--- config.mk ---
export PLATFORM = sky130hd
export DESIGN_NAME = lru_tracker
export DESIGN_NICKNAME = d
export VERILOG_FILES = /design/src/verilog/cache_types_pkg.sv /design/src/verilog/lru_tracker.sv
export VERILOG_INCLUDE_DIRS = /design/src /design/src/verilog
export SDC_FILE = /design/constraint.sdc
export NUM_CORES = 1
export LEC_CHECK = 0
export BUFFER_PORTS_ARGS = -buffer_cell sky130_fd_sc_hd__buf_4
export CAP_MARGIN = 10
export CORE_MARGIN = 2
export CORE_UTILIZATION = 61
export DETAILED_ROUTE_END_ITERATION = 7
export HOLD_SLACK_MARGIN = 0.08
export PLACE_DENSITY = 0.86
export SYNTH_ARGS = -nofsm -noshare
export SYNTH_HDL_FRONTEND = slang
export SYNTH_SLANG_ARGS = --single-unit
--- constraint.sdc ---
create_clock -name CLK -period 6.93 [get_ports CLK]
set_input_delay 0.3465 -clock CLK [delete_from_list [all_inputs] [get_ports CLK]]
set_output_delay 0.3465 -clock CLK [all_outputs]
set_load 0.02 [all_outputs]
--- src/verilog/cache_macros.svh ---
`ifndef CACHE_MACROS_SVH
`define CACHE_MACROS_SVH

// ~~~~~~~~~~~~~~~~~~~~~~~~~~~~~~~~~~~~~~~~~~~~~~~~~~~~~~~~~~~~~~~~~~~~
// Bank geometry
// ~~~~~~~~~~~~~~~~~~~~~~~~~~~~~~~~~~~~~~~~~~~~~~~~~~~~~~~~~~~~~~~~~~~~
`define NUM_SETS_PER_BANK 4
`define NUM_WAYS 4
`define WAYS_LEN 2
`define BLOCK_SIZE 4

// ~~~~~~~~~~~~~~~~~~~~~~~~~~~~~~~~~~~~~~~~~~~~~~~~~~~~~~~~~~~~~~~~~~~~
// Address and data widths
// ~~~~~~~~~~~~~~~~~~~~~~~~~~~~~~~~~~~~~~~~~~~~~~~~~~~~~~~~~~~~~~~~~~~~
`define BLOCK_OFF_BIT_LEN 2                   // Word within a block
`define BLOCK_INDEX_BIT_LEN 2                 // Set within the bank
`define ADDR_LEN 12                           // Word address
`define TAG_LEN (`ADDR_LEN - `BLOCK_INDEX_BIT_LEN - `BLOCK_OFF_BIT_LEN)
`define WORD_LEN 32

// Way age counter, wide enough to rank all ways
`define AGE_LEN 2

`endif

--- src/verilog/cache_types_pkg.sv ---
`include "cache_macros.svh"

package cache_types_pkg;

  // ~~~~~~~~~~~~~~~~~~~~~~~~~~~~~~~~~~~~~~~~~~~~~~~~~~~~~~~~~~~~~~~~~~
  // Storage
  // ~~~~~~~~~~~~~~~~~~~~~~~~~~~~~~~~~~~~~~~~~~~~~~~~~~~~~~~~~~~~~~~~~~
  typedef struct packed {
    logic                                   valid;
    logic [`TAG_LEN-1:0]                    tag;
    logic [`BLOCK_SIZE-1:0][`WORD_LEN-1:0]  block;  // Word 0 in the low bits
  } cache_frame;

  typedef cache_frame [`NUM_WAYS-1:0] cache_set;

  // ~~~~~~~~~~~~~~~~~~~~~~~~~~~~~~~~~~~~~~~~~~~~~~~~~~~~~~~~~~~~~~~~~~
  // Replacement
  // ~~~~~~~~~~~~~~~~~~~~~~~~~~~~~~~~~~~~~~~~~~~~~~~~~~~~~~~~~~~~~~~~~~
  typedef struct packed {
    logic [`NUM_WAYS-1:0][`AGE_LEN-1:0] age;    // 0 is most recent
    logic [`WAYS_LEN-1:0]               lru_way;
  } lru_frame;

  // Miss handling sequence
  typedef enum logic [2:0] {
    IDLE         = 3'd0,
    VICTIM_EJECT = 3'd1,
    BLOCK_PULL   = 3'd2,
    FINISH       = 3'd3,
    REPLAY       = 3'd4
  } cache_state_e;

endpackage

--- src/verilog/lru_tracker.sv ---
`include "cache_macros.svh"
`timescale 1ns/1ps

module lru_tracker import cache_types_pkg::*; (
  input  logic                                CLK,
  input  logic                                reset,
  input  logic                                touch,
  input  logic [`BLOCK_INDEX_BIT_LEN-1:0]     touch_set,
  input  logic [`WAYS_LEN-1:0]                touch_way,
  input  logic [`BLOCK_INDEX_BIT_LEN-1:0]     victim_set,
  input  logic [`WAYS_LEN-1:0]                victim_way,
  input  logic                                finish,
  output lru_frame [`NUM_SETS_PER_BANK-1:0]   lru
);

  localparam logic [`AGE_LEN-1:0] AGE_MAX = '1;

  logic [`NUM_SETS_PER_BANK-1:0][`NUM_WAYS-1:0][`AGE_LEN-1:0] age_q;
  logic [`NUM_SETS_PER_BANK-1:0][`WAYS_LEN-1:0]                oldest;

  // Touched way goes to 0, ways not older than it move up by one
  always_ff @(posedge CLK) begin
    if (reset) begin
      age_q <= '0;
    end else if (touch) begin
      for (int w = 0; w < `NUM_WAYS; w++) begin
        if (`WAYS_LEN'(w) == touch_way) begin
          age_q[touch_set][w] <= '0;
        end else if ((age_q[touch_set][w] <= age_q[touch_set][touch_way]) &&
                     (age_q[touch_set][w] != AGE_MAX)) begin
          age_q[touch_set][w] <= age_q[touch_set][w] + 1'b1;
        end
      end
    end
  end

  // Lowest index wins a tie, so empty ways fill in order
  always_comb begin
    for (int s = 0; s < `NUM_SETS_PER_BANK; s++) begin
      oldest[s] = '0;
      for (int w = 1; w < `NUM_WAYS; w++) begin
        if (age_q[s][w] > age_q[s][oldest[s]]) begin
          oldest[s] = `WAYS_LEN'(w);
        end
      end
      lru[s].age     = age_q[s];
      lru[s].lru_way = oldest[s];
    end
  end

  // ~~~~~~~~~~~~~~~~~~~~~~~~~~~~~~~~~~~~~~~~~~~~~~~~~~~~~~~~~~~~~~~~~~
  // Checks
  // ~~~~~~~~~~~~~~~~~~~~~~~~~~~~~~~~~~~~~~~~~~~~~~~~~~~~~~~~~~~~~~~~~~
  for (genvar s = 0; s < `NUM_SETS_PER_BANK; s++) begin : g_set
    for (genvar w = 0; w < `NUM_WAYS; w++) begin : g_way
      assert property (@(posedge CLK) disable iff (reset)
                       lru[s].age[lru[s].lru_way] >= lru[s].age[w])
        else $error("ASSERTIONERROR: set %0d LRU way %0d younger than way %0d",
                    s, lru[s].lru_way, w);
    end
  end

  // Refilled victim becomes the most recent way
  assert property (@(posedge CLK) disable iff (reset)
                   finish |=> (lru[$past(victim_set)].age[$past(victim_way)] == '0))
    else $error("ASSERTIONERROR: victim age not cleared after FINISH");

endmodule

After elaboration in Yosys (flattened, before gate mapping)
Cells that the tools add are included.
Widths: inputs -> output; s select.
{"block": "word_totals", "reg_bits": 32, "output_inout_bits": 40, "elab_cells": 126}
{"block": "classes", "addsub": 4, "order_cmp": 27, "eq_ne": 7, "n_mux": 58, "n_bitwise": 8, "n_reduce_logical": 6}
{"operator": "$mux 32", "n": 14}
{"operator": "$and 32x32->32", "n": 4}
{"operator": "$bwmux 32", "n": 4}
{"operator": "$not 32->32", "n": 4}
{"operator": "$demux 8 s2", "n": 4}
{"operator": "$bmux 2 s2", "n": 9}
{"operator": "$mux 2", "n": 18}
{"operator": "$lt 2x3->1 const B", "n": 10}
{"operator": "$gt 2x2->1", "n": 12}
{"operator": "$bmux 8 s2", "n": 1}
{"operator": "$mux 8", "n": 2}
{"operator": "$add 2x1->2 const B", "n": 4}
{"operator": "$le 2x2->1", "n": 4}
{"operator": "$ne 2x2->1 const B", "n": 4}
{"operator": "$mux 6", "n": 1}
{"operator": "$logic_and 1x1->1", "n": 5}
{"operator": "$eq 2x2->1 const A", "n": 2}
{"operator": "$mux 1", "n": 4}
{"operator": "$mux 4", "n": 1}
{"operator": "$eq 1x2->1 const A", "n": 1}
{"operator": "$ge 2x1->1 const B", "n": 1}
{"operator": "$logic_not 2->1", "n": 1}

Longest topological paths before layout
{"block": "logic_depth", "ltp_word": 23, "ltp_mapped": 13, "depth_no_buf": 13}

Least setup slack after synthesis
Ideal clock, no wire load.
{"block": "synth_path", "path_type": "register -> output", "start": "register age_q (netlist bit lru[3])", "end": "output lru[0] (netlist name)", "arrival_ps": 3038, "required_time_ps": 6583, "setup_slack_ps": 3545, "stages_incl_launch_ff": 14, "n_path_buf": 0, "cell_sequence": "dfxtp_1 -> inv_1 -> ha_1 -> nor2_1 -> o21ai_0 -> mux2_2 -> ha_1 -> nand2_1 -> o21ai_0 -> mux2_2 -> ha_1 -> nand2_1 -> o21ai_0 -> o21ai_0"}
{"element": "start, declared", "line_no": "lru_tracker.sv:18", "text": "logic [`NUM_SETS_PER_BANK-1:0][`NUM_WAYS-1:0][`AGE_LEN-1:0] age_q;"}
{"element": "start signal, assigned by index", "line_no": "lru_tracker.sv:31", "text": "age_q[touch_set][w] <= age_q[touch_set][w] + 1'b1;"}
{"element": "end, declared", "line_no": "lru_tracker.sv:13", "text": "output lru_frame [`NUM_SETS_PER_BANK-1:0] lru"}

==> impl_metrics.py <==
metrics = {
    "logic_synthesis": {
        "synth_nets": 378,
        "synth_largest_area_cell": "dfxtp_1",
        "syn_area_mm2": 0.00281,
        "yosys.cell_count.top_type": "ha_1",
        "ys_ff_latch": 32,
        "syn_inst": 326,
        "synthTopCellsByArea": "dfxtp_1 23%, ha_1 18%, mux4_2 6.4%",
        "synth_common_cells": "40 x ha_1, 32 x dfxtp_1, 32 x inv_1, 27 x o21ai_0, 24 x nand2_1",
        "synth_seq_area_share_pct": 22.8,
        "yosys.area.top_type_share_pct": 22.8,
        "ys.flop_type": "dfxtp_1",
        "avgSynthCellArea_um2": 8.62,
        "yosysWarnings": 0,
        "synthArstFlopShare_pct": 0,
        "synth_edf_count": 0,
        "synth.distinct_cells": 44,
    },
    "timing": {
        "fin_skew_ns": 0.00466,
        "hold_ws_ns": 0.478,
        "rsz0062_at_grt": "false",
        "setup_viol": 0,
        "fin_ws_ns": 3.01,
        "fmax_mhz": 255,
        "period_share_pct": 56.6,
        "fin_tns_setup_ns": 0,
        "drv_slew": 0,
        "worst_pin_slew_ns": 0.656,
        "period_minus_slack_ns": 3.92,
        "final_hold_viol_count": 0,
        "slew_headroom_pct": 56.2,
    },
    "cts": {
        "clk_pin_slew_ns": 0.07,
        "htree_levels": 2,
        "cts_tree": "yes",
        "clock_latency_ns": 0.28,
        "clock_sinks": 32,
        "clockRootBuffer": "clkbuf_8",
        "cts.path.max_buffers": 2,
        "post_cts_buffers": 0,
        "cts_made_buffers": 5,
        "ctsResizeCount": 0,
        "hold_buffers": 0,
    },
    "drt": {
        "routed_wirelength_mm": 7.52,
        "drtIter0Drc": 230,
        "wl_per_cell_um": 17.8,
        "viasPerCell": 6.52,
        "drc": 0,
        "dr_total_vias": 2752,
        "dr.pass1.iters": 5,
        "ant_nets": 0,
    },
    "finish": {
        "fin_util_pct": 74.4,
        "fin_area_mm2": 0.00326,
        "n_antenna_cell": 0,
        "final_nets": 421,
        "final_cells": 422,
        "largest_reg_flops": 32,
        "area_delta_synth_final_pct": 16.0,
        "layout-drive-gt1-share_pct": 19.5,
    },
    "setup_path": {
        "r2r-start": "lru[27]$_SDFFE_PP0P_",
        "critical_path_required_ns": 6.58,
        "crit_path_max_fanout": 4,
        "path_buf_inv": 2,
        "worst_path_max_delay_cell": "dfxtp_1",
        "path_class": "flop to output port",
        "endpoint_kind": "output port",
        "slowest_delay_ns": 0.41,
        "crit_path_start_kind": "flop",
        "cp_top_family": "compound AO/OA/AOI/OAI gates",
        "arrival_ns": 3.58,
        "cp_cell_sequence": "inv_1, ha_1, o22ai_1, mux2_2, ha_1, nand2_1, o21ai_0, mux2i_1, ha_1, nor2b_1, o21ai_0, o21ai_0, buf_4",
        "critPathLaunch": "lru[33]$_SDFFE_PP0P_",
    },
    "outcome": {
        "status": "complete, no violations",
    },
    "global_route": {
        "grt.total_usage_pct": 30.6,
        "grt_max_degree": 35,
        "grt_pass1_wl_mm": 12.3,
        "overflow": 0,
        "grt_pass1_vias": 2572,
        "antenna_found_initial": 0,
    },
    "run": {
        "drv_cap": 0,
    },
    "die": {
        "ios": 52,
        "start_util_pct": 64.1,
        "coreArea_mm2": 0.00438,
        "row_count": 24,
        "fp.dieW_um": 71.9,
        "die-area_mm2": 0.00517,
        "die_h_um": 71.9,
    },
    "pwr": {
        "ir_worst_vdd_uv": 97.3,
        "p_total_mw": 0.529,
        "pwr_density_cell_mw_per_mm2": 162,
        "leakage_nw": 1.49,
    },
    "placed_design": {
        "dp_cells": 414,
        "dp_hpwl_mm": 5.91,
        "portBuffers": 46,
        "routabilityCongestion": 0.921,
        "place_area_mm2": 0.00317,
        "dp_slack_ns": 3.29,
    },
    "min_path": {
        "min_from": "reset",
        "hold_path_class": "input pin to flop",
    },
}
==> layout by cell type, fill, tap and decap left out, drive strengths merged, types with 3 or more instances in the layout <==
cell    instances
a21o            4
a21oi          11
a32o           17
and3            3
buf            46
clkbuf          8
dfxtp          32
ha             40
inv            32
mux2            6
mux2i          10
mux4            8
nand2          24
nand2b          5
nand3          15
nand3b          4
nand4           3
nor2           13
nor2b          20
nor3            8
nor3b           6
o211ai          4
o21ai          29
==> area by class of cell <==
type	instances	area, um^2
well taps	52	65.1
repair buffers	46	345
flip-flops and latches	32	641
clock buffers	8	90.1
multi-input cells	252	2000
fillers	336	1120
inverters	32	120
==> path summary, 6_finish.rpt <==
| check | depth (start not counted) | endpoint | slack (ns) |
|---|---|---|---|
| worst max-delay path | 13 | lru[30] | 3.01 |
| worst min-delay path | 2 | lru[22]$_SDFFE_PP0P_ | 0.48 |
| worst max register to register | 8 | lru[2]$_SDFFE_PP0P_ | 3.85 |
| worst min register to register | 2 | lru[14]$_SDFFE_PP0P_ | 0.54 |
==> kinds of logic after synthesis <==
group	Yosys count	share of synthesized area (%)
flip-flops	32	22.8
AO/OA/AOI/OAI	80	19.9
buffers and inverters	42	6.10
adder cells (fa/ha/maj)	40	17.8
AND/OR/NAND/NOR	108	21.1
multiplexers	24	12.4
==> worst reg2reg max path, cell delays in order (launching register included) <==
cell and delay (ns):
dfxtp_1 0.37, mux4_2 0.53, a22o_1 0.28, a221oi_2 0.37
ha_1 0.33, nor2b_1 0.15, o21ai_1 0.39, nand2_1 0.21
o41ai_1 0.34
==> power breakdown <==
part	internal (mW)	switching, mW
logic	0.0722	0.108
clock network	0.0810	0.0688
registers	0.190	0.00940
total	0.343	0.186
==> metal layers <==
metal  GRT usage, %  vias to the layer above  part of all wire (%)
met5              0                        -                     0
met4           11.9                        0                   3.1
met3           5.83                       20                   7.0
met2           52.2                      126                    48
met1           38.3                     1302                    42
li1               -                     1304                     -
No activity file was read; power rests on OpenSTA's default activity.
