**src/verilog/cache_macros.svh**
```systemverilog
`ifndef CACHE_MACROS_SVH
`define CACHE_MACROS_SVH

// ~~~~~~~~~~~~~~~~~~~~~~~~~~~~~~~~~~~~~~~~~~~~~~~~~~~~~~~~~~~~~~~~~~~~
// Bank geometry
// ~~~~~~~~~~~~~~~~~~~~~~~~~~~~~~~~~~~~~~~~~~~~~~~~~~~~~~~~~~~~~~~~~~~~
`define NUM_SETS_PER_BANK 4
`define NUM_WAYS 4
`define WAYS_LEN 2
`define BLOCK_SIZE 4

// ~~~~~~~~~~~~~~~~~~~~~~~~~~~~~~~~~~~~~~~~~~~~~~~~~~~~~~~~~~~~~~~~~~~~
// Address and data widths
// ~~~~~~~~~~~~~~~~~~~~~~~~~~~~~~~~~~~~~~~~~~~~~~~~~~~~~~~~~~~~~~~~~~~~
`define BLOCK_OFF_BIT_LEN 2                   // Word within a block
`define BLOCK_INDEX_BIT_LEN 2                 // Set within the bank
`define ADDR_LEN 12                           // Word address
`define TAG_LEN (`ADDR_LEN - `BLOCK_INDEX_BIT_LEN - `BLOCK_OFF_BIT_LEN)
`define WORD_LEN 32

// Way age counter, wide enough to rank all ways
`define AGE_LEN 2

`endif

```
**src/verilog/response_result.sv**
```systemverilog
`include "cache_macros.svh"
`timescale 1ns/1ps

module response_result (
  input  logic                 CLK,
  input  logic                 reset,
  input  logic                 result_valid,
  input  logic                 result_rw,
  input  logic [`WORD_LEN-1:0] result_word,
  output logic                 resp_valid,
  output logic [`WORD_LEN-1:0] resp_load_value
);

  always_ff @(posedge CLK) begin
    if (reset) begin
      resp_valid <= 1'b0;
    end else begin
      resp_valid <= result_valid;     // One pulse per served request
    end
  end

  // Load data stays put across stores and idle cycles
  always_ff @(posedge CLK) begin
    if (result_valid && !result_rw) begin
      resp_load_value <= result_word;
    end
  end

  // Back-to-back pulses come only from back-to-back hits as a miss answers once
  assert property (@(posedge CLK) disable iff (reset)
                   (resp_valid && $past(resp_valid)) |-> ($past(result_valid, 2) &&
                                                          $past(result_valid)))
    else $error("ASSERTIONERROR: resp_valid held for two cycles during a miss");

endmodule
```
**config.mk**
```make
export PLATFORM = sky130hd
export DESIGN_NAME = response_result
export DESIGN_NICKNAME = d
export VERILOG_FILES = /design/src/verilog/response_result.sv
export VERILOG_INCLUDE_DIRS = /design/src /design/src/verilog
export SDC_FILE = /design/constraint.sdc
export NUM_CORES = 1
export LEC_CHECK = 0
export CAP_MARGIN = 20
export CORE_MARGIN = 3
export CORE_UTILIZATION = 35
export DETAILED_ROUTE_END_ITERATION = 6
export DONT_BUFFER_PORTS = 1
export PLACE_DENSITY_LB_ADDON = 0.08
export SLEW_MARGIN = 20
export SYNTH_ARGS = -nofsm -noshare
export SYNTH_HDL_FRONTEND = slang
export SYNTH_SLANG_ARGS = --single-unit
```
**constraint.sdc**
```tcl
create_clock -name CLK -period 2 [get_ports CLK]
set_clock_uncertainty 0.1 [all_clocks]
set_input_delay 0.2 -clock CLK [delete_from_list [all_inputs] [get_ports CLK]]
set_output_delay 0.2 -clock CLK [all_outputs]
set_load 0.01 [all_outputs]
```
# [Word-level counts from Yosys, hierarchy flattened]
# Cells that the tools add are included.
[word_totals] reg_bits=33 in_bits=36 output_inout_bits=33 word_cells=4
[classes] reduce_logical=2
[ops] op="1-bit logical AND" n=1
[ops] op="1-bit zero test" n=1

# [Logic depth before layout (Yosys ltp)]
# Gate-level depths: netlist of run 1.
[depth] depth_word=2 depth_mapped=1 mapped_depth_nobuf=1

# [Least setup slack after synthesis of run 1]
# OpenSTA, ideal clock, no wires.
[synth_path] kind="input to register" startpoint="input result_valid" endpoint="register resp_load_value[0] (enable)" setup_time_ns=0.378 arrival_ns=0.748 t_required_ns=1.522 slack_ns=0.774 cell_stages=1 n_path_buf=0 path_cell_list="nor2b_4"
[synth_between] elab_chain_len=1
[synth_lines] element="start, declared" line="response_result.sv:7" text="input logic result_valid,"
[synth_lines] element="1-bit logical AND" line="response_result.sv:24" text="if (result_valid && !result_rw) begin"
[synth_lines] element="end signal, assigned" line="response_result.sv:25" text="resp_load_value <= result_word;"
[synth_lines] element="end, declared" line="response_result.sv:11" text="output logic [`WORD_LEN-1:0] resp_load_value"
# Every way passes these cells.
# A chain may end at the register's enable or synchronous reset.

# [Worst setup path in the final report of run 1]
[layout_path] startpoint="input reset" endpoint="register resp_valid"
[layout_lines] element="start, declared" line="response_result.sv:6" text="input logic reset,"
[layout_lines] element="end signal, assigned" line="response_result.sv:18" text="resp_valid <= result_valid;"
[layout_lines] element="end, declared" line="response_result.sv:10" text="output logic resp_valid,"
# No word-level cell between the ends.

==> results of run 1 <==
placed cells by master, fill, tap and decap left out, drive strengths merged:
master       instances
dlygate4sd3         34
edfxtp              32
clkbuf               6
nor2b                2
clkinv               1
bufinv               1
buf                  1
dfxtp                1
state kept, by name, indices dropped and copies added (netlist names):
signal           cells
resp_valid           1
resp_load_value     32
cell type report:
type | instances | area (sq um) | share of cell area
Timing Repair Buffer | 35 | 360 | 0.243
Sequential cell | 33 | 981 | 0.662
Clock buffer | 6 | 41.3 | 0.0279
Multi-Input combinational cell | 2 | 27.5 | 0.0186
Clock inverter | 2 | 33.8 | 0.0228
Tap cell | 30 | 37.5 | 0.0253
synthesized netlist by cell type (all sizes together):
library cell / number
dfxtp: 1
edfxtp: 32
nor2b: 2
kinds of logic (layout without fill, tap and decap cells):
family	count (synthesis)	count (layout)	share of synthesized area
and+or+nand+nor	2	2	0.0273
buffers and inverters	0	43	0
DFF	33	33	0.973
what timing repair did:
action / CTS / global route
hold endpoints to repair: 33 / 0
hold buffers: 34 / 0
endpoints found under the setup margin: 0 / 0
power by group:
group | leakage (nW) | internal, mW | switching, mW
sequential | 0.309 | 0.811 | 0.0406
combinational | 0.167 | 0.0511 | 0.0224
clock | 0.0399 | 0.260 | 0.200
per-stage QoR:
step,setup slack [ps],cells
5_1_grt,747,108
3_3_place_gp,836,66
2_1_floorplan,774,35
6_report,752,108
4_1_cts,786,108
3_5_place_dp,804,66
final timing paths:
kind                                         to  slack [ps]      start
setup / recovery          resp_valid$_SDFF_PP0_         750      reset
hold / removal    resp_load_value[24]$_DFFE_PP_          20  result_rw
metal layers:
metal  routed length (um)  share of wire  track usage
met1                  576           0.30       0.0931
met2                 1060           0.56        0.199
met3                  232           0.12       0.0821
met4                   27          0.014       0.0380
met5                    0              0            0
==> flow_metrics.env, run 1 <==
export IMPL_status="completed"
export IMPL_wl_um=1890
export IMPL_hp_class="primary input to register"
export IMPL_irDropWorstVdd_mv=0.630
export IMPL_min_path_cells=1
export IMPL_period_share=0.624
export IMPL_num_nets_final=113
export IMPL_crit_buf_inv=2
export IMPL_power_leakage_nw=0.515
export IMPL_cts_tree="yes"
export IMPL_path_depth=3
export IMPL_ys_warn_count=0
export IMPL_timing_hold_ws_ps=22.0
export IMPL_synth_area_sq_um=1010
export IMPL_required_ps=2180
export IMPL_ys_types=3
export IMPL_n_fill_cell=202
export IMPL_numCtsBuffers=5
export IMPL_yosysSeqAreaShare=0.973
export IMPL_initial_core_util=0.386
export IMPL_relSlewSlack=0.717
export IMPL_cpLargestDelayFamily="buffers and inverters"
export IMPL_final_period_minus_worst_setup_slack_ps=1250
export IMPL_num_vias=505
export IMPL_path_cells="dlygate4sd3_1, nor2b_4, dlygate4sd3_1"
export IMPL_crit_type="primary input to register"
export IMPL_routedWlPerCell_um=17.5
export IMPL_report_final_hold_viol_count=0
export IMPL_path_max_fanout=1
export IMPL_worstPathArrival_ps=1420
export IMPL_final_area_sq_um=1480
export IMPL_final_util=0.567
export IMPL_cts_root_buf="clkbuf_4"
export IMPL_diodes=0
export IMPL_cts_setup_buffers=0
export IMPL_drv_slew=0
export IMPL_grt_antenna_before_repair=0
export IMPL_place_area_sq_um=1070
export IMPL_setup_tns_ps=0
export IMPL_clk_pin_slew_ps=100
export IMPL_portBuffers=0
export IMPL_netlist_top_cells_area="edfxtp_1 95%, nor2b_4 2.7%, dfxtp_1 2.0%"
export IMPL_grt_max_degree=20
export IMPL_yosysTopAreaCellShare=0.953
export IMPL_total_power_mw=1.39
export IMPL_cts_resized=0
export IMPL_cap_violations=0
export IMPL_std_cell_rows=18
export IMPL_first_iter_violations=14
export IMPL_die_area_sq_um=3560
export IMPL_grt_usage=0.111
export IMPL_ant_nets=0
export IMPL_rsz0062_at_grt="false"
export IMPL_crit_path_end_kind="register"
export IMPL_max_freq_mhz=801
export IMPL_max_stage_delay_ps=570
export IMPL_die_w_um=59.7
export IMPL_vias_per_cell=4.68
export IMPL_synthCells=35
export IMPL_htree_num_levels=2
export IMPL_clock_sinks=33
export IMPL_worst_pin_slew_ps=423
export IMPL_route_detailed_drc=0
export IMPL_syn_area_per_cell_sq_um=28.8
export IMPL_grt_pass1_vias=534
export IMPL_dr_pass1_iters=3
export IMPL_syn_to_final_growth_pct=46.9
export IMPL_drive_gt1_frac=0.115
export IMPL_setup_viol=0
export IMPL_core_sq_um=2610
export IMPL_slowest_stage="dlygate4sd3_1"
export IMPL_dp_hpwl_um=1450
export IMPL_synth_ff_latch_count=33
export IMPL_overflow=0
export IMPL_crit_top_cell="dlygate4sd3_1"
export IMPL_io_pins=69
export IMPL_grt_pass1_wl_um=2700
export IMPL_synth_fp_nets=71
export IMPL_die_y_um=59.7
export IMPL_cellPowerDensity_nw_per_um2=935
export IMPL_clk_path_buf_depth=2
export IMPL_gp_congestion=0.643
export IMPL_synth_top_cell_by_area="edfxtp_1"
export IMPL_worstSetupStartpointType="primary input"
Power figures use the tool's default switching activity.
==> inputs of run 2 (changes only) <==
ABC_AREA = 1   (was default)
clock period = 1.1 ns   (was 2 ns; I/O delays follow)
==> flow_metrics.env, run 2 <==
export IMPL_netlist_top_cells_area="edfxtp_1 97%, dfxtp_1 2.0%, nor2_1 0.76%, inv_1 0.38%"
export IMPL_cap_violations=0
export IMPL_diodes=0
export IMPL_layout_commonest_cell="dlygate4sd3_1"
export IMPL_yosys_top_cells_count="32 x edfxtp_1, 2 x nor2_1, 1 x dfxtp_1, 1 x inv_1"
export IMPL_largest_registers="resp_load_value x32, resp_valid x1"
export IMPL_grt_pass1_vias=581
export IMPL_core_sq_um=2590
export IMPL_worstPathArrival_ps=1020
export IMPL_grt_pass1_wl_um=2800
export IMPL_report_final_hold_viol_count=0
export IMPL_wl_um=1840
export IMPL_largest_register_ffs=32
export IMPL_relSlewSlack=0.902
export IMPL_cts_setup_buffers=0
export IMPL_yosysTopAreaCellShare=0.968
export IMPL_num_vias=508
export IMPL_overflow=0
export IMPL_min_from="result_valid"
export IMPL_clk_pin_slew_ps=90
export IMPL_slowest_stage="dlygate4sd3_1"
export IMPL_synth_edf_count=32
export IMPL_hold_buffers=34
export IMPL_synth_fp_nets=72
export IMPL_max_stage_delay_ps=570
export IMPL_cts_tree="yes"
export IMPL_synth_ff_latch_count=33
export IMPL_path_cells="dlygate4sd3_1, nor2_4, buf_4"
export IMPL_grt_max_degree=22
export IMPL_num_nets_final=116
export IMPL_synth_top_cell_by_area="edfxtp_1"
export IMPL_min_path_cells=3
export IMPL_syn_to_final_growth_pct=48.4
export IMPL_numCtsBuffers=5
export IMPL_first_iter_violations=15
export IMPL_worstSetupStartpointType="primary input"
export IMPL_syn_area_per_cell_sq_um=27.6
export IMPL_status="completed"
export IMPL_route_detailed_drc=0
export IMPL_regMostFlops="resp_load_value"
export IMPL_hp_class="primary input to register"
export IMPL_yosysSeqAreaShare=0.989
export IMPL_ys_types=4
export IMPL_required_ps=1030
export IMPL_htree_num_levels=2
export IMPL_std_cell_rows=18
export IMPL_ant_nets=0
export IMPL_synthCells=36
export IMPL_cts_root_buf="clkbuf_4"
export IMPL_grt_usage=0.118
export IMPL_max_freq_mhz=918
export IMPL_setup_viol=0
export IMPL_finalWorstSetupSlack_ps=10.9
export IMPL_dp_slack_ps=226
export IMPL_die_w_um=59.2
export IMPL_cellPowerDensity_nw_per_um2=1530
export IMPL_clk_path_buf_depth=2
export IMPL_dr_pass1_iters=4
export IMPL_rsz0062_at_grt="false"
export IMPL_final_cell_mix="35 x dlygate4sd3_1, 32 x edfxtp_1, 5 x clkbuf_4"
export IMPL_yosysMostFrequentCell="edfxtp_1"
export IMPL_final_period_minus_worst_setup_slack_ps=1090
export IMPL_die_y_um=59.2
export IMPL_crit_path_end_kind="register"
export IMPL_synth_ff_type="edfxtp_1"
export IMPL_worst_pin_slew_ps=147
export IMPL_period_share=0.990
export IMPL_drive_gt1_frac=0.113
export IMPL_place_area_sq_um=1080
export IMPL_drv_slew=0
export IMPL_io_pins=69
export IMPL_portBuffers=0
export IMPL_crit_type="primary input to register"
export IMPL_path_max_fanout=11
export IMPL_final_area_sq_um=1470
export IMPL_power_leakage_nw=0.506
export IMPL_whs_endpoint="resp_load_value[22]$_DFFE_PP_"
export IMPL_die_area_sq_um=3510
export IMPL_initial_core_util=0.383
export IMPL_cts_resized=0
export IMPL_vias_per_cell=4.62
export IMPL_irDropWorstVdd_mv=1.24
export IMPL_grt_antenna_before_repair=0
export IMPL_gp_congestion=0.657
export IMPL_routedWlPerCell_um=16.7
export IMPL_clock_sinks=33
export IMPL_ys_warn_count=0
export IMPL_synth_area_sq_um=992
export IMPL_async_flop_share=0
export IMPL_dp_hpwl_um=1390
run 2: how the worst max path moves through the flow:
stage	start	to	slack [ps]	depth (start not counted)
finish	result_rw	resp_load_value[29]$_DFFE_PP_	10	3
global route	result_rw	resp_load_value[8]$_DFFE_PP_	20	3
CTS	resp_load_value[1]$_DFFE_PP_	resp_load_value[1]	100	0
detailed placement	result_valid	resp_load_value[8]$_DFFE_PP_	230	3
global placement	result_valid	resp_load_value[8]$_DFFE_PP_	250	3
floorplan	result_valid	resp_load_value[0]$_DFFE_PP_	-20	2
run 2: final cells by class:
cell class | count | area (sq um)
Clock buffer | 6 | 41.3
Clock inverter | 1 | 3.75
Fill cell | 190 | 1120
Inverter | 1 | 16.3
Multi-Input combinational cell | 2 | 15.0
Sequential cell | 33 | 981
Tap cell | 30 | 37.5
Timing Repair Buffer | 37 | 378
run 2: report_power, final:
part | internal (mW) | total (mW) | switching, mW
Combinational | 0.0967 | 0.140 | 0.0432
Clock | 0.231 | 0.566 | 0.335
Sequential | 1.47 | 1.55 | 0.0726
Total | 1.80 | 2.25 | 0.451
run 2: worst max-delay path: cells and delay by family:
family,cells,cell delay [ps]
buf+inv,2,780
simple gates,1,130
run 2: logic make-up after synthesis:
| logic type | after synthesis | share of synthesized area |
|---|---|---|
| buffers and inverters | 1 | 0.00378 |
| DFF | 33 | 0.989 |
| and+or+nand+nor | 2 | 0.00757 |
run 2: stage by stage:
| stage | total power [mW] | util | hold WS (ps) | TNS, ps | std cells |
|---|---|---|---|---|---|
| 2_1_floorplan | 1.59 | - | 80.7 | -538 | 36 |
| 3_3_place_gp | 1.62 | 0.416 | 84.8 | 0 | 68 |
| 3_5_place_dp | 1.62 | 0.416 | 85.1 | 0 | 68 |
| 4_1_cts | 2.28 | 0.565 | 15.4 | 0 | 109 |
| 5_1_grt | 2.39 | 0.569 | 41.7 | 0 | 110 |
| 6_report | 2.25 | 0.569 | 74.6 | 0 | 110 |
run 2: layer usage:
layer,track usage,wire length [um],vias to the layer above
met2,0.215,1090,43
li1,-,-,226
met5,0,0,-
met1,0.0940,488,235
met3,0.0828,231,4
met4,0.0485,29,0
==> inputs of run 3 (changes only) <==
MAX_ROUTING_LAYER = met4   (was default)
==> flow_metrics.env, run 3 (synthesized netlist as in run 2, its figures left out) <==
export IMPL_status="completed"
export IMPL_cts_resized=0
export IMPL_dp_slack_ps=226
export IMPL_cellPowerDensity_nw_per_um2=1530
export IMPL_portBuffers=0
export IMPL_setup_tns_ps=0
export IMPL_n_fill_cell=190
export IMPL_clock_sinks=33
export IMPL_routedWlPerCell_um=16.7
export IMPL_drv_slew=0
export IMPL_die_w_um=59.2
export IMPL_relSlewSlack=0.902
export IMPL_htree_num_levels=2
export IMPL_setup_viol=0
export IMPL_first_iter_violations=15
export IMPL_worstSetupStartpointType="primary input"
export IMPL_gp_congestion=0.663
export IMPL_diodes=0
export IMPL_io_pins=69
export IMPL_final_area_sq_um=1470
export IMPL_die_area_sq_um=3510
export IMPL_instances_no_fill=110
export IMPL_numCtsBuffers=5
export IMPL_finalWorstSetupSlack_ps=10.9
export IMPL_syn_to_final_growth_pct=48.4
export IMPL_grt_pass1_wl_um=2800
export IMPL_overflow=0
export IMPL_dp_hpwl_um=1390
export IMPL_rsz0062_at_grt="false"
export IMPL_dr_pass1_iters=4
export IMPL_route_detailed_drc=0
export IMPL_cts_root_buf="clkbuf_4"
export IMPL_clk_pin_slew_ps=80
export IMPL_grt_antenna_before_repair=0
export IMPL_std_cell_rows=18
export IMPL_wl_um=1840
export IMPL_path_max_fanout=11
export IMPL_irDropWorstVdd_mv=1.24
export IMPL_initial_core_util=0.383
export IMPL_clk_path_buf_depth=2
export IMPL_hold_buffers=34
export IMPL_hp_class="primary input to register"
export IMPL_required_ps=1030
export IMPL_regMostFlops="resp_load_value"
export IMPL_vias_per_cell=4.60
export IMPL_worst_pin_slew_ps=147
export IMPL_seq_area_sq_um=981
export IMPL_num_vias=506
export IMPL_min_path_cells=3
export IMPL_die_y_um=59.2
export IMPL_drive_gt1_frac=0.113
export IMPL_core_sq_um=2590
export IMPL_place_area_sq_um=1080
export IMPL_largest_registers="resp_load_value x32, resp_valid x1"
export IMPL_grt_usage=0.122
export IMPL_cts_tree="yes"
export IMPL_layout_commonest_cell="dlygate4sd3_1"
export IMPL_cap_violations=0
export IMPL_dp_cells=68
export IMPL_final_period_minus_worst_setup_slack_ps=1090
export IMPL_period_share=0.990
export IMPL_final_cell_mix="35 x dlygate4sd3_1, 32 x edfxtp_1, 5 x clkbuf_4"
export IMPL_crit_path_end_kind="register"
export IMPL_cts_setup_buffers=0
export IMPL_grt_pass1_vias=581
export IMPL_worstPathArrival_ps=1020
export IMPL_max_freq_mhz=918
export IMPL_grt_max_degree=22
export IMPL_report_final_hold_viol_count=0
export IMPL_crit_type="primary input to register"
export IMPL_ant_nets=0
export IMPL_num_nets_final=116
export IMPL_power_leakage_nw=0.506
export IMPL_largest_register_ffs=32
export IMPL_multi_input_area_sq_um=15.0
==> run 3: metal layers <==
| layer | vias up | part of all wire | routed length, um | track usage |
|---|---|---|---|---|
| met5 | - | 0 | 0 | - |
| met4 | 0 | 0.016 | 29 | 0.0485 |
| met3 | 4 | 0.12 | 225 | 0.0784 |
| met2 | 43 | 0.59 | 1090 | 0.215 |
| met1 | 233 | 0.27 | 491 | 0.0969 |
| li1 | 226 | - | - | - |
==> run 3: final timing paths <==
check / start / end
worst max-delay path: result_rw / resp_load_value[29]$_DFFE_PP_
worst min-delay path: result_valid / resp_load_value[22]$_DFFE_PP_
==> run 3: power by group <==
| group | internal [mW] | leakage, nW | switching, mW | total [mW] |
|---|---|---|---|---|
| clock | 0.231 | 0.0258 | 0.333 | 0.564 |
| combinational | 0.0967 | 0.172 | 0.0432 | 0.140 |
| sequential | 1.47 | 0.309 | 0.0726 | 1.55 |
| total | 1.80 | 0.506 | 0.449 | 2.25 |
==> run 3: area by class of cell <==
type | instances | area share
Timing Repair Buffer | 37 | 0.257
Tap cell | 30 | 0.0255
Clock inverter | 1 | 0.00255
Sequential cell | 33 | 0.666
Multi-Input combinational cell | 2 | 0.0102
Inverter | 1 | 0.0110
Clock buffer | 6 | 0.0280
==> run 3: worst max-delay path: stages <==
cell	delay [ps]
dlygate4sd3_1	570
nor2_4	130
buf_4	210
==> run 3: through the flow <==
step,util,total power [mW],hold WS (ps)
after global routing,0.569,2.39,41.7
final,0.569,2.25,76.1
after detailed placement,0.416,1.62,85.1
after global placement,0.416,1.62,84.8
after CTS,0.565,2.28,15.4
after floorplan,-,1.59,80.7
